--- config.mk ---
export PLATFORM = sky130hd
export DESIGN_NAME = trap_unit_top
export DESIGN_NICKNAME = d
export VERILOG_FILES = /design/src/hdl/rv_pkg.sv /design/src/hdl/trap_pkg.sv /design/src/hdl/pipe_reg.sv /design/src/hdl/instr_classifier.sv /design/src/hdl/exception_ctrl.sv /design/src/hdl/trap_csr.sv /design/src/hdl/trap_unit_top.sv
export VERILOG_INCLUDE_DIRS = /design/src /design/src/include
export SDC_FILE = /design/constraint.sdc
export NUM_CORES = 1
export LEC_CHECK = 0
export BUFFER_PORTS_ARGS = -buffer_cell sky130_fd_sc_hd__buf_4
export CAP_MARGIN = 20
export CORE_MARGIN = 3
export CORE_UTILIZATION = 35
export DETAILED_ROUTE_END_ITERATION = 10
export GPL_TIMING_DRIVEN = 1
export HOLD_SLACK_MARGIN = 0.08
export PLACE_DENSITY = 0.64
export SYNTH_ARGS = -nofsm -noshare
export SYNTH_HDL_FRONTEND = slang
export SYNTH_SLANG_ARGS = --single-unit
--- constraint.sdc ---
create_clock -name clk -period 5.9 [get_ports clk]
set_input_delay 0.295 -clock clk [delete_from_list [all_inputs] [get_ports clk]]
set_output_delay 0.295 -clock clk [all_outputs]
set_load 0.005 [all_outputs]
--- src/include/exception_cause.svh ---
`ifndef EXCEPTION_CAUSE_SVH
`define EXCEPTION_CAUSE_SVH

// Internal 2-bit cause codes carried between the trap stages
// Zero means nothing was raised

// No exception
`define NOT_EXCEPTION       2'd0
// Fetch from a misaligned address
`define I_ADDR_MISALIGNMENT 2'd1
// Undecodable instruction word
`define ILLEGAL_IR          2'd2
// Environment call from machine mode
`define ECALL               2'd3

`endif

--- src/hdl/rv_pkg.sv ---
`default_nettype none

package rv_pkg;

    // Machine word width
    localparam int XLEN = 32;

    // Major opcodes of the RV32I base set
    localparam logic [6:0] OPCODE_LUI    = 7'b0110111;
    localparam logic [6:0] OPCODE_AUIPC  = 7'b0010111;
    localparam logic [6:0] OPCODE_JAL    = 7'b1101111;
    localparam logic [6:0] OPCODE_JALR   = 7'b1100111;
    localparam logic [6:0] OPCODE_BRANCH = 7'b1100011;
    localparam logic [6:0] OPCODE_LOAD   = 7'b0000011;
    localparam logic [6:0] OPCODE_STORE  = 7'b0100011;
    localparam logic [6:0] OPCODE_OP_IMM = 7'b0010011;
    localparam logic [6:0] OPCODE_OP     = 7'b0110011;
    localparam logic [6:0] OPCODE_SYSTEM = 7'b1110011;

    // funct7 values seen in the base set
    localparam logic [6:0] FUNCT7_BASE = 7'b0000000;
    // SUB and SRA / SRAI
    localparam logic [6:0] FUNCT7_ALT  = 7'b0100000;

    // funct3 codes that decide how funct7 is checked
    localparam logic [2:0] FUNCT3_SLL = 3'b001;
    localparam logic [2:0] FUNCT3_SRL = 3'b101;
    localparam logic [2:0] FUNCT3_ADD = 3'b000;

    // Complete SYSTEM words recognised by this core
    localparam logic [XLEN-1:0] INSTR_ECALL = 32'h0000_0073;
    localparam logic [XLEN-1:0] INSTR_MRET  = 32'h3020_0073;

    // Exception codes written to mcause (interrupt bit clear)
    localparam logic [XLEN-1:0] MCAUSE_INSTR_MISALIGNED = 32'd0;
    localparam logic [XLEN-1:0] MCAUSE_ILLEGAL          = 32'd2;
    localparam logic [XLEN-1:0] MCAUSE_ECALL_M          = 32'd11;

endpackage

`default_nettype wire

--- src/hdl/trap_pkg.sv ---
`default_nettype none

package trap_pkg;

    import rv_pkg::*;

    `include "exception_cause.svh"

    // Internal cause code as defined in exception_cause.svh
    typedef logic [1:0] cause_t;

    // One decoded instruction from the ID side
    typedef struct packed {
        logic [XLEN-1:0] pc;
        logic [XLEN-1:0] ir;
        logic            i_addr_misaligned;
        // Resolved later and annuls this instruction
        logic            jump;
    } id_instr_t;

    // Classified instruction on its way into the CSR block
    typedef struct packed {
        logic [XLEN-1:0] pc;
        logic            raised;
        cause_t          cause;
        logic [XLEN-1:0] epc;
        logic [XLEN-1:0] tval;
        logic            is_mret;
    } trap_rec_t;

    // Result record handed back to the core
    typedef struct packed {
        logic [XLEN-1:0] pc;
        logic            raised;
        cause_t          cause;
        logic            redirect;
        logic [XLEN-1:0] target;
    } trap_out_t;

    // Visible machine trap registers
    typedef struct packed {
        logic [XLEN-1:0] mepc;
        logic [XLEN-1:0] mcause;
        logic [XLEN-1:0] mtval;
        logic [XLEN-1:0] mtvec;
    } trap_state_t;

    // mtvec configuration write
    typedef struct packed {
        logic            en;
        logic [XLEN-1:0] data;
    } cfg_wr_t;

    // Internal cause to architectural mcause value
    function automatic logic [XLEN-1:0] cause_to_mcause(input cause_t cause);
        case (cause)
            `I_ADDR_MISALIGNMENT: return MCAUSE_INSTR_MISALIGNED;
            `ILLEGAL_IR:          return MCAUSE_ILLEGAL;
            `ECALL:               return MCAUSE_ECALL_M;
            default:              return '0;
        endcase
    endfunction

endpackage

`default_nettype wire

--- src/hdl/pipe_reg.sv ---
`default_nettype none

module pipe_reg #(
    parameter type payload_t = logic
) (
    input  wire logic clk,
    input  wire logic rst,

    // Upstream side
    input  wire logic in_valid,
    output logic      in_ready,
    input  payload_t  in_data,

    // Downstream side
    output logic      out_valid,
    input  wire logic out_ready,
    output payload_t  out_data
);

    logic     full;
    payload_t data_q;

    // Accept when empty, or when the held item leaves this cycle
    assign in_ready = !full || out_ready;

    always_ff @(posedge clk)
    begin
        if (rst)
        begin
            full <= 1'b0;
        end
        else if (in_valid && in_ready)
        begin
            full <= 1'b1;
        end
        else if (out_ready)
        begin
            // Held item taken with nothing new arriving
            full <= 1'b0;
        end
    end

    // Payload only moves on an accepted input
    always_ff @(posedge clk)
    begin
        if (in_valid && in_ready)
        begin
            data_q <= in_data;
        end
    end

    assign out_valid = full;
    assign out_data  = data_q;

endmodule

`default_nettype wire

--- src/hdl/instr_classifier.sv ---
`default_nettype none

module instr_classifier
    import rv_pkg::*;
(
    input  wire logic [XLEN-1:0] ir,
    output logic                 is_illegal_ir,
    output logic                 is_ecall,
    output logic                 is_mret
);

    logic [6:0] opcode;
    logic [2:0] funct3;
    logic [6:0] funct7;
    logic       legal;

    // Fixed RV32 field positions
    assign opcode = ir[6:0];
    assign funct3 = ir[14:12];
    assign funct7 = ir[31:25];

    // Exact-word matches for the supported SYSTEM instructions
    assign is_ecall = (ir == INSTR_ECALL);
    assign is_mret  = (ir == INSTR_MRET);

    always_comb
    begin
        case (opcode)
            // U and J types have no funct fields
            OPCODE_LUI, OPCODE_AUIPC, OPCODE_JAL:
                legal = 1'b1;
            OPCODE_JALR:
                legal = (funct3 == 3'b000);
            // funct3 2 and 3 are reserved for branches
            OPCODE_BRANCH:
                legal = (funct3 != 3'b010) && (funct3 != 3'b011);
            // LB LH LW LBU LHU
            OPCODE_LOAD:
                legal = (funct3 != 3'b011) && (funct3 != 3'b110) && (funct3 != 3'b111);
            // SB SH SW
            OPCODE_STORE:
                legal = (funct3 == 3'b000) || (funct3 == 3'b001) || (funct3 == 3'b010);
            OPCODE_OP_IMM:
            begin
                // Only the shifts constrain the upper bits
                if (funct3 == FUNCT3_SLL)
                    legal = (funct7 == FUNCT7_BASE);
                else if (funct3 == FUNCT3_SRL)
                    legal = (funct7 == FUNCT7_BASE) || (funct7 == FUNCT7_ALT);
                else
                    legal = 1'b1;
            end
            OPCODE_OP:
            begin
                // Alternate funct7 exists for SUB and SRA only
                if (funct7 == FUNCT7_BASE)
                    legal = 1'b1;
                else if (funct7 == FUNCT7_ALT)
                    legal = (funct3 == FUNCT3_ADD) || (funct3 == FUNCT3_SRL);
                else
                    legal = 1'b0;
            end
            // Anything else under SYSTEM is not implemented
            OPCODE_SYSTEM:
                legal = is_ecall || is_mret;
            // Unknown opcodes, the all-zero word among them
            default:
                legal = 1'b0;
        endcase
    end

    assign is_illegal_ir = !legal;

endmodule

`default_nettype wire

--- src/hdl/exception_ctrl.sv ---
`default_nettype none

`include "exception_cause.svh"

module exception_ctrl
    import rv_pkg::*;
    import trap_pkg::*;
#(
    parameter logic [XLEN-1:0] NO_TRAP_EPC = 32'h0001_0000
) (
    // Instruction in ID
    input  wire logic [XLEN-1:0] pc_in_id,
    input  wire logic [XLEN-1:0] ir_in_id,

    // Candidate causes
    input  wire logic            i_addr_misaligned,
    input  wire logic            is_illegal_ir,
    input  wire logic            is_ecall,
    input  wire logic            jump,

    // Selected exception
    output logic                 e_raised,
    output cause_t               e_cause,
    output logic [XLEN-1:0]      e_pc,
    output logic [XLEN-1:0]      e_tval
);

    // Fixed priority cause selection
    always_comb
    begin
        // Annulled by a taken jump and never executes
        if (jump)
            e_cause = `NOT_EXCEPTION;
        // A misaligned fetch explains a bad word too, so it goes first
        else if (i_addr_misaligned)
            e_cause = `I_ADDR_MISALIGNMENT;
        else if (is_illegal_ir)
            e_cause = `ILLEGAL_IR;
        else if (is_ecall)
            e_cause = `ECALL;
        else
            e_cause = `NOT_EXCEPTION;
    end

    assign e_raised = (e_cause != `NOT_EXCEPTION);

    // Exception PC or a fixed marker when nothing is raised
    assign e_pc = e_raised ? pc_in_id : NO_TRAP_EPC;

    // Trap value depends on the cause
    always_comb
    begin
        case (e_cause)
            `I_ADDR_MISALIGNMENT: e_tval = pc_in_id;
            `ILLEGAL_IR:          e_tval = ir_in_id;
            // ECALL and no exception
            default:              e_tval = '0;
        endcase
    end

endmodule

`default_nettype wire

--- src/hdl/trap_csr.sv ---
`default_nettype none

module trap_csr
    import rv_pkg::*;
    import trap_pkg::*;
#(
    parameter logic [XLEN-1:0] MTVEC_RESET = 32'h0000_0100
) (
    input  wire logic clk,
    input  wire logic rst,

    // Classified instruction and its handshake into the output slice
    input  trap_rec_t rec,
    input  wire logic commit,

    // mtvec configuration port
    input  cfg_wr_t   cfg,

    output trap_out_t result,
    output trap_state_t state
);

    logic [XLEN-1:0] mepc;
    logic [XLEN-1:0] mcause;
    logic [XLEN-1:0] mtval;
    logic [XLEN-1:0] mtvec;

    logic            take_trap;

    // Registers move only when the record is committed
    assign take_trap = commit && rec.raised;

    always_ff @(posedge clk)
    begin
        if (rst)
        begin
            mepc   <= '0;
            mcause <= '0;
            mtval  <= '0;
        end
        else if (take_trap)
        begin
            mepc   <= rec.epc;
            mcause <= cause_to_mcause(rec.cause);
            mtval  <= rec.tval;
        end
    end

    // mtvec is written only from the config port
    always_ff @(posedge clk)
    begin
        if (rst)
        begin
            mtvec <= MTVEC_RESET;
        end
        else if (cfg.en)
        begin
            mtvec <= cfg.data;
        end
    end

    // Result record built from the registers as they stand now
    always_comb
    begin
        result.pc       = rec.pc;
        result.raised   = rec.raised;
        result.cause    = rec.cause;
        result.redirect = rec.raised || rec.is_mret;
        // A trap wins over MRET
        if (rec.raised)
            result.target = mtvec;
        else if (rec.is_mret)
            result.target = mepc;
        else
            result.target = '0;
    end

    // Visible state
    assign state.mepc   = mepc;
    assign state.mcause = mcause;
    assign state.mtval  = mtval;
    assign state.mtvec  = mtvec;

endmodule

`default_nettype wire

--- src/hdl/trap_unit_top.sv ---
`default_nettype none

module trap_unit_top
    import rv_pkg::*;
    import trap_pkg::*;
#(
    parameter logic [XLEN-1:0] NO_TRAP_EPC = 32'h0001_0000,
    parameter logic [XLEN-1:0] MTVEC_RESET = 32'h0000_0100
) (
    input  wire logic   clk,
    input  wire logic   rst,

    // Decoded instruction stream
    input  wire logic   in_valid,
    output logic        in_ready,
    input  id_instr_t   in_data,

    // Result stream
    output logic        out_valid,
    input  wire logic   out_ready,
    output trap_out_t   out_data,

    input  cfg_wr_t     cfg,
    output trap_state_t csr_state
);

    // Between input slice and CSR block
    logic      id_valid;
    id_instr_t id_instr;
    logic      res_ready;
    logic      commit;

    // Classifier and controller outputs
    logic      is_illegal_ir;
    logic      is_ecall;
    logic      is_mret;
    logic      e_raised;
    cause_t    e_cause;
    logic [XLEN-1:0] e_pc;
    logic [XLEN-1:0] e_tval;

    trap_rec_t rec;
    trap_out_t result;

    pipe_reg #(.payload_t(id_instr_t)) u_in_slice (
        .clk       (clk),
        .rst       (rst),
        .in_valid  (in_valid),
        .in_ready  (in_ready),
        .in_data   (in_data),
        .out_valid (id_valid),
        .out_ready (res_ready),
        .out_data  (id_instr)
    );

    instr_classifier u_instr_classifier (
        .ir            (id_instr.ir),
        .is_illegal_ir (is_illegal_ir),
        .is_ecall      (is_ecall),
        .is_mret       (is_mret)
    );

    exception_ctrl #(.NO_TRAP_EPC(NO_TRAP_EPC)) u_exception_ctrl (
        .pc_in_id          (id_instr.pc),
        .ir_in_id          (id_instr.ir),
        .i_addr_misaligned (id_instr.i_addr_misaligned),
        .is_illegal_ir     (is_illegal_ir),
        .is_ecall          (is_ecall),
        .jump              (id_instr.jump),
        .e_raised          (e_raised),
        .e_cause           (e_cause),
        .e_pc              (e_pc),
        .e_tval            (e_tval)
    );

    // An MRET annulled by a jump must not redirect
    assign rec = '{
        pc:      id_instr.pc,
        raised:  e_raised,
        cause:   e_cause,
        epc:     e_pc,
        tval:    e_tval,
        is_mret: is_mret && !id_instr.jump
    };

    // Handshake into the output slice
    assign commit = id_valid && res_ready;

    trap_csr #(.MTVEC_RESET(MTVEC_RESET)) u_trap_csr (
        .clk    (clk),
        .rst    (rst),
        .rec    (rec),
        .commit (commit),
        .cfg    (cfg),
        .result (result),
        .state  (csr_state)
    );

    pipe_reg #(.payload_t(trap_out_t)) u_out_slice (
        .clk       (clk),
        .rst       (rst),
        .in_valid  (id_valid),
        .in_ready  (res_ready),
        .in_data   (result),
        .out_valid (out_valid),
        .out_ready (out_ready),
        .out_data  (out_data)
    );

endmodule

`default_nettype wire

Yosys cells after proc, flatten, opt, wreduce, memory -nomap -nowiden

Index checks and enable logic that the tools add are counted.

Register bits: 264
Word-level logic and storage cells: 80
Input port bits: 103

Eq/ne operators: 23
Mux-type cells: 18
Reduce and logical (&&, ||, !) cells: 24

Operator list:

| operator                                               | number |
|---|---|
| two-way mux 32 bit                                     | 3 |
| case mux 32 bit (2 select lines)                       | 1 |
| == test 32 x 30 -> 1 bit (second input constant)       | 1 |
| == test 32 x 7 -> 1 bit (second input constant)        | 1 |
| == test 7 x 6 -> 1 bit (second input constant)         | 4 |
| == test 7 bit (second input constant)                  | 4 |
| == test 7 x 5 -> 1 bit (second input constant)         | 2 |
| logical OR 1 bit                                       | 8 |
| two-way mux 1 bit                                      | 8 |
| two-way mux 2 bit                                      | 4 |
| case mux 1 bit (8 select lines)                        | 1 |
| case mux 4 bit (2 select lines)                        | 1 |
| == test 7 x 2 -> 1 bit (second input constant)         | 1 |
| logical AND 1 bit                                      | 7 |
| logical NOT 7 bit                                      | 1 |
| inequality test 3 x 2 -> 1 bit (second input constant) | 2 |
| inequality test 3 bit (second input constant)          | 2 |
| nonzero test 2 bit                                     | 3 |
| == test 2 bit (second input constant)                  | 2 |
| == test 3 x 1 -> 1 bit (second input constant)         | 1 |
| == test 3 x 2 -> 1 bit (second input constant)         | 1 |
| == test 3 bit (second input constant)                  | 1 |
| logical NOT 1 bit                                      | 3 |
| logical NOT 3 bit                                      | 1 |
| 2 further kinds                                        | 2 |

Logic depth before layout (Yosys ltp)

Gate-level depths: netlist (run 1).

Word-level depth: 10
Gate-level depth with buffers: 10
Gate-level depth less buffers: 7

Modules after synthesis

A second synthesis (run 1) with hierarchy kept.

Cell total of the unflattened synthesis: 854
Area total of the unflattened synthesis: 10,128.5 um^2

By module, submodules not included:

| module                 | instances | area each (um^2) | cells each | seq. area each (um^2) |
|---|---|---|---|---|
| trap_csr               | 1         | 4,974.8          | 579        | 1,961.9 |
| pipe_reg (u_out_slice) | 1         | 2,097.0          | 73         | 2,062.0 |
| pipe_reg (u_in_slice)  | 1         | 2,037.0          | 71         | 2,001.9 |
| exception_ctrl         | 1         | 743.2            | 90         | 0.0 |
| instr_classifier       | 1         | 256.5            | 39         | 0.0 |
| trap_unit_top          | 1         | 20.0             | 2          | 0.0 |

Worst setup path before layout (run 1)

No wires, ideal clock.

Kind: reg-to-reg
Start: reg u_out_slice.full, in the netlist u_out_slice.out_valid
End: reg u_out_slice.data_q, in the netlist u_out_slice.out_data[0] (enable)
Clock period less this slack: 3.373 ns
Cell stages (with the launch flop): 6
Data required time: 5.441 ns
Path slack: 2.527 ns
Arrival time: 2.915 ns
Buffers on the path: 2
Cell sequence: dfxtp_1 -> nor2b_1 -> nand2b_1 -> clkbuf_1 -> inv_1 -> clkbuf_1

Word-level cells in the longest chain between the ends: 3

Ends and longest elaborated chain:

| element                | RTL line            | source |
|---|---|---|
| start, declared        | pipe_reg.sv:20      | `logic full;` |
| start signal, assigned | pipe_reg.sv:30      | `full <= 1'b0;` |
| start signal, assigned | pipe_reg.sv:34      | `full <= 1'b1;` |
| start signal, assigned | pipe_reg.sv:39      | `full <= 1'b0;` |
| logical NOT 1 bit      | pipe_reg.sv:24      | `assign in_ready = !full \|\| out_ready;` |
| logical OR 1 bit       | pipe_reg.sv:24      |  |
| logical AND 1 bit      | --                  |  |
| via commit             | trap_unit_top.sv:31 | `logic commit;` |
| end signal, assigned   | pipe_reg.sv:48      | `data_q <= in_data;` |
| end, declared          | pipe_reg.sv:21      | `payload_t data_q;` |

The timed path passes the listed nets, and every way through them passes these cells.
A chain may end at the register's enable or synchronous reset.

==> impl_results.md, run 1 <==
- Status: complete, no violations
- VDD IR max: 0.000172 V
- Seq/Total Area, Yosys: roughly two thirds
- Most common cell after layout, fill and taps aside: buf_4
- Crit-path slowest cell: o21ai_4
- Fmax: around 260 MHz
- Max-Slew Margin vs Limit: approximately 29%
- Final worst slack: around 2.1 ns
- DR vias/cell: about 4.8
- Yosys top cell area share: 44.5%
- Pins Over Slew Limit: 0
- Critical path class: register to register
- Crit path launch type: register
- DRC viols: 0
- Placed cell count: between 1000 and 1500
- I/O Buffers: roughly 270
- Overflow after GRT: 0
- CTS tree: built
- Die width: ~170 um
- CTS Sinks: around 230
- WP buf/inv: 1
- Number of routed nets with antenna violations: 0
- Post-CTS sizing: 0
- Final period util: about 64%
- WL/cell: between 15 and 20 um
- Ys flop type: edfxtp_1
- Simple-gate share of the synthesized area: about a tenth
- Reg area: around 0.0060 mm^2
- Area leader, netlist: edfxtp_1
- DRT Pass-1 Iters: 5
- Synth-to-Final Area Change: 44.8%
- Endpoints failing setup: 0
- First-pass GRT wire length: 40300 um
- Synth unique cells: 39
- GR Util All Layers: 18.2%
- Setup Fix Bufs, Post-CTS: 0
- Static leakage: 5.44 nW
- Hold/Removal Path Class: input pin to register
- Share of post-route cells with drive strength above 1: between 20% and 30%
- Compound-Gate Fraction of Synth Area: a little over a tenth
- Multiplexer share of the synthesized area: 7.08%
- Total Neg Setup Slack: 0 ns
- Iteration-0 DRC Markers: 562
- Synth Cell Area: approximately 0.009 mm^2
- Critical path arrival: around 4 ns
- CP Capture Type: register
- Most frequent cells in the layout: buf_4, edfxtp_1, dlygate4sd3_1, dfxtp_1, nor2_1
- Clock period minus worst slack: about 3.8 ns
- # fillers: between 2000 and 2500
- Post-synth EDFFs: about 130
- Clock Path Buffers: 3
- Data required time of the worst path: roughly 6.1 ns
- Die H: approximately 170 um
- Clock slew at reported path FFs: 0.06 ns
- I/O pin cnt: around 300
- Ys async rst share: 0%
- Synth Area in XOR/XNOR: 0%
- Multi-input logic area: ~0.0027 mm^2
- Unrepaired setup endpoints after global routing: false
- Gp weighted congestion: ~0.89
- Nets: around 1200
- Non-filler cells in the finished layout: 1453
- H-tree depth: 1
- DPL Wire Length: ~18000 um
- Placement Setup Slack: 2.20 ns
- Clk root buf: clkbuf_16
- Synth Area in Adders: 0%
- Clock Latency Late Sink: 0.51 ns
- Initial antenna violation count: 0
- Initial cell density of the core: ~36%
- Worst slew pin tran: around 1.1 ns
- Final hold violation count: 0
- Top cells by area, synth: edfxtp_1, dfxtp_1, mux2i_1
- Largest net degree at the start of global routing: just under 90
- Power per cell area: ~280 mW/mm^2
- # rows: 58
- ANT cells: 0
- Largest family of logic cells by synthesized area: compound AO/OA/AOI/OAI gates
- Cells after synthesis: between 700 and 800
- Num CTS Buffers: 25
- Ys Warns: 0
- WL final: 26500 um
- CP Max Fanout: between 60 and 70
- Top cell family by delay on the critical path: compound AO/OA/AOI/OAI gates
- CP max stage delay: between 0.8 and 0.9 ns
- DIE AREA: between 0.02 and 0.03 mm^2
- CP cell instances: and2_1 -> a221oi_1 -> o31ai_1 -> a211o_1 -> o21ai_4 -> buf_4 -> o21ai_0
- Clk_skew: about 0.0094 ns
- Vias in the first global route: 6856
- Core area: around 0.025 mm^2
- FF+latch count, synth: roughly 230
- Vias: about 6900
- Maximum Capacitance Violations: 0
- Avg Cell Area, Syn: ~12 um^2
## kinds of logic after synthesis
logic type	Yosys count
other cells	1
simple gates	208
compound gates	145
mux	64
buf+inv	89
flops	234
## where the power goes
group | total [W] | internal [W] | switching (W)
logic | 0.000402 | 0.000217 | 0.000185
clock network | 0.00141 | 0.000806 | 0.000606
registers | 0.00189 | 0.00182 | 0.0000661
total | 0.00370 | 0.00284 | 0.000857
## worst register-to-register path, cell delays in order (launching register included)
cell and delay, ns:
edfxtp_1 0.45, and2_1 0.23, a221oi_1 0.33, o31ai_1 0.14, a211o_1 0.60, o21ai_4 0.85, buf_4 0.62, o21ai_0 0.28
## cells in the mapped netlist (2+ instances only)
library cell	instances
a21oi_1	37
or3_1	2
o31a_1	29
o21ai_1	8
nor3_1	34
a221oi_1	4
mux2i_1	64
o21ai_0	28
nand2_1	68
dfxtp_1	100
nor2b_1	5
nand4_1	4
nor2_1	73
clkbuf_1	33
nand2b_1	3
inv_1	7
a211oi_1	29
buf_2	9
nor4_2	3
nor4_1	6
a211o_1	2
nand3_1	3
and2_1	2
edfxtp_1	134
o21a_1	2
buf_4	36
nor4b_1	2
buf_1	3
## state kept, by name, summed over array words and instances (netlist names)
name and cells:
u_in_slice.out_data 66, u_in_slice.out_valid 1, u_trap_csr.mcause 2, u_trap_csr.mtval 32, u_out_slice.out_valid 1, u_trap_csr.mepc 32
u_out_slice.out_data 68, u_trap_csr.mtvec 32
## layout make-up
cell class	instances	share of cell area (%)
Sequential cell	234	46.0
Timing Repair Buffer	391	24.6
Multi-Input combinational cell	446	20.4
Clock buffer	36	5.25
Tap cell	330	3.15
Clock inverter	9	0.363
Inverter	7	0.220
## worst paths after layout
check                               from                  endpoint  slack (ns)  depth (start not counted)
hold / removal                   cfg[32]      u_trap_csr.mtvec[30]        0.38                          3
setup reg to reg  u_in_slice.out_data[7]  u_out_slice.out_data[14]        2.13                          7
setup / recovery  u_in_slice.out_data[7]  u_out_slice.out_data[14]        2.13                          7
hold reg to reg      u_trap_csr.mtval[4]       u_trap_csr.mtval[4]        0.47                          2
## layer usage
layer	vias up	share of wire, %	wire [um]	track usage (%)
met5	-	0	0	0
met4	0	2.6	692	5.06
met3	42	5.5	1470	3.37
met2	242	49	12900	30.8
met1	3270	43	11500	24.1
li1	3364	-	-	-
## what timing repair did
action | 4_1_cts | 5_1_grt
endpoints found under the setup margin | 0 | 0
hold buffers | 112 | 0
endpoints found under the hold margin | 100 | 0
## stage by stage
step	total power, W	instance area (um^2)	utilization (%)	hold WS, ns
4_1_cts	0.00374	13100	51.8	0.358
6_report	0.00370	13100	51.8	0.377
2_1_floorplan	0.00207	9150	-	0.394
3_5_place_dp	0.00226	11200	44.4	0.470
5_1_grt	0.00385	13100	51.8	0.384
3_3_place_gp	0.00226	11200	44.4	0.459
(Power assumes the default switching activity.)
==> run 2, diff against run 1 <==
PLACE_DENSITY = 0.66   (was 0.64)
clock period = 3.45 ns   (was 5.9 ns; I/O delays follow)
==> impl_results.md, run 2 (synthesis results as in run 1) <==
- First-pass GRT wire length: between 40000 and 50000 um
- Num CTS Buffers: 25
- Gp weighted congestion: between 0.8 and 0.9
- Reg area: about 0.006 mm^2
- WL final: approximately 27000 um
- DR vias/cell: about 4.8
- Final Core Density: approximately 52%
- Met3 usage: 3.63%
- Max-Slew Margin vs Limit: between 20 and 30%
- Endpoints failing setup: 0
- DPL Wire Length: between 15000 and 20000 um
- Clk_skew: 0.0125 ns
- Vias: ~7000
- Die H: 167 um
- Pins Over Slew Limit: 0
- Worst slew pin tran: approximately 1.1 ns
- Number of routed nets with antenna violations: 0
- Largest net degree at the start of global routing: 101
- Hold/Removal Path Class: input pin to register
- WL/cell: about 19 um
- CTS Hold Bufs: 101
- Multi-input logic area: around 0.0027 mm^2
- Initial antenna violation count: 1
- CTS tree: built
- DRC viols: 0
- Nets: about 1200
- H-tree depth: 1
- Iteration-0 DRC Markers: roughly 520
- Setup Fix Bufs, Post-CTS: 0
- Vias in the first global route: approximately 7000
- Clock period minus worst slack: between 3 and 4 ns
- Clock Path Buffers: 3
- DIE AREA: 0.0278 mm^2
- Most common cell after layout, fill and taps aside: buf_4
- Share of post-route cells with drive strength above 1: 29.8%
- Synth-to-Final Area Change: 45.3%
- Total Neg Setup Slack: 0 ns
- Fmax: between 300 and 400 MHz
- Status: complete, no violations
- Overflow after GRT: 0
- Clk root buf: clkbuf_16
- GRT busiest layer: met2
- Overall Power: around 0.0065 W
- Core area: roughly 0.025 mm^2
- Static leakage: approximately 5.5 nW
- Hold depth: 3
- Critical path class: register to register
- Clock Latency Late Sink: 0.51 ns
- Critical path arrival: 3.45 ns
- Clock slew at reported path FFs: approximately 0.060 ns
- Power per cell area: around 500 mW/mm^2
- WHS: 0.259 ns
- Initial cell density of the core: 35.8%
- CP Max Fanout: 25
- Placed cell count: between 1000 and 1500
- CTS Sinks: around 230
- Data required time of the worst path: about 3.8 ns
- Die width: between 150 and 200 um
- # rows: 58
- Final hold violation count: 0
- Crit path launch type: register
- Post-CTS sizing: 0
- GR Util All Layers: a little under a fifth
- VDD IR max: about 0.00031 V
- Met1 usage: 24.8%
- # fillers: between 2000 and 2500
- Non-filler cells in the finished layout: between 1000 and 1500
- DRT Pass-1 Iters: 5
- I/O pin cnt: roughly 300
- I/O Buffers: around 270
- Met2 Usage GRT: between 30% and 40%
- Final period util: approximately nine tenths
- Unrepaired setup endpoints after global routing: false
- R2r worst-path depth: 8
- Max reg flops: between 60 and 70
- Most frequent cells in the layout: buf_4, edfxtp_1, dlygate4sd3_1, dfxtp_1, nor2_1
- Maximum Capacitance Violations: 0
- CP Capture Type: register
## run 2: cell count changes in the layout (fill, tap and decap cells not counted), sizes merged
| cell | before | now |
|---|---|---|
| bufinv | 0 | 1 |
| clkinv | 8 | 6 |
| diode | 0 | 1 |
| clkinvlp | 1 | 0 |
| buf | 279 | 285 |
| dlygate4sd3 | 112 | 102 |
| clkbuf | 36 | 38 |
## run 2: metal layers
| layer | vias up | share of wire (%) |
|---|---|---|
| met5 | - | 0 |
| li1 | 3361 | - |
| met1 | 3304 | 42 |
| met3 | 46 | 6.6 |
| met2 | 266 | 49 |
| met4 | 0 | 2.3 |
## run 2: power breakdown
part	internal, W	leakage, nW	switching [W]	total, W
registers	0.00311	2.09	0.000113	0.00323
clock network	0.00156	0.400	0.00104	0.00260
logic	0.000373	2.97	0.000323	0.000696
## run 2: worst paths after layout
check / startpoint / endpoint / slack, ns
worst max-delay path: u_in_slice.out_data[27] / u_trap_csr.mepc[0] / 0.38
worst min-delay path: cfg[32] / u_trap_csr.mtvec[2] / 0.26
worst max register to register: u_in_slice.out_data[27] / u_trap_csr.mepc[0] / 0.38
worst min register to register: u_trap_csr.mtval[4] / u_trap_csr.mtval[4] / 0.47
## run 2: critical path: stages, from the launching register on
cell and delay [ns]:
edfxtp_1 0.40, nor4_2 0.53, nand4_1 0.14, nor2_1 0.18
a21oi_1 0.14, a21oi_4 0.87, buf_4 0.39, mux2i_1 0.21
nor2_1 0.06
## run 2: final cells by class
class	count	share of cell area (%)
Sequential cell	234	45.9
Timing Repair Buffer	387	24.3
Multi-Input combinational cell	446	20.3
Clock buffer	38	5.68
Tap cell	330	3.14
Clock inverter	7	0.448
Inverter	7	0.219
Antenna cell	1	0.0190
## run 2: per-stage QoR
step	setup slack, ns	cell area (um^2)
floorplan	0.0768	9150
global placement	0.450	11300
detailed placement	0.375	11300
CTS	0.364	13100
global route	0.145	13100
finish	0.380	13100
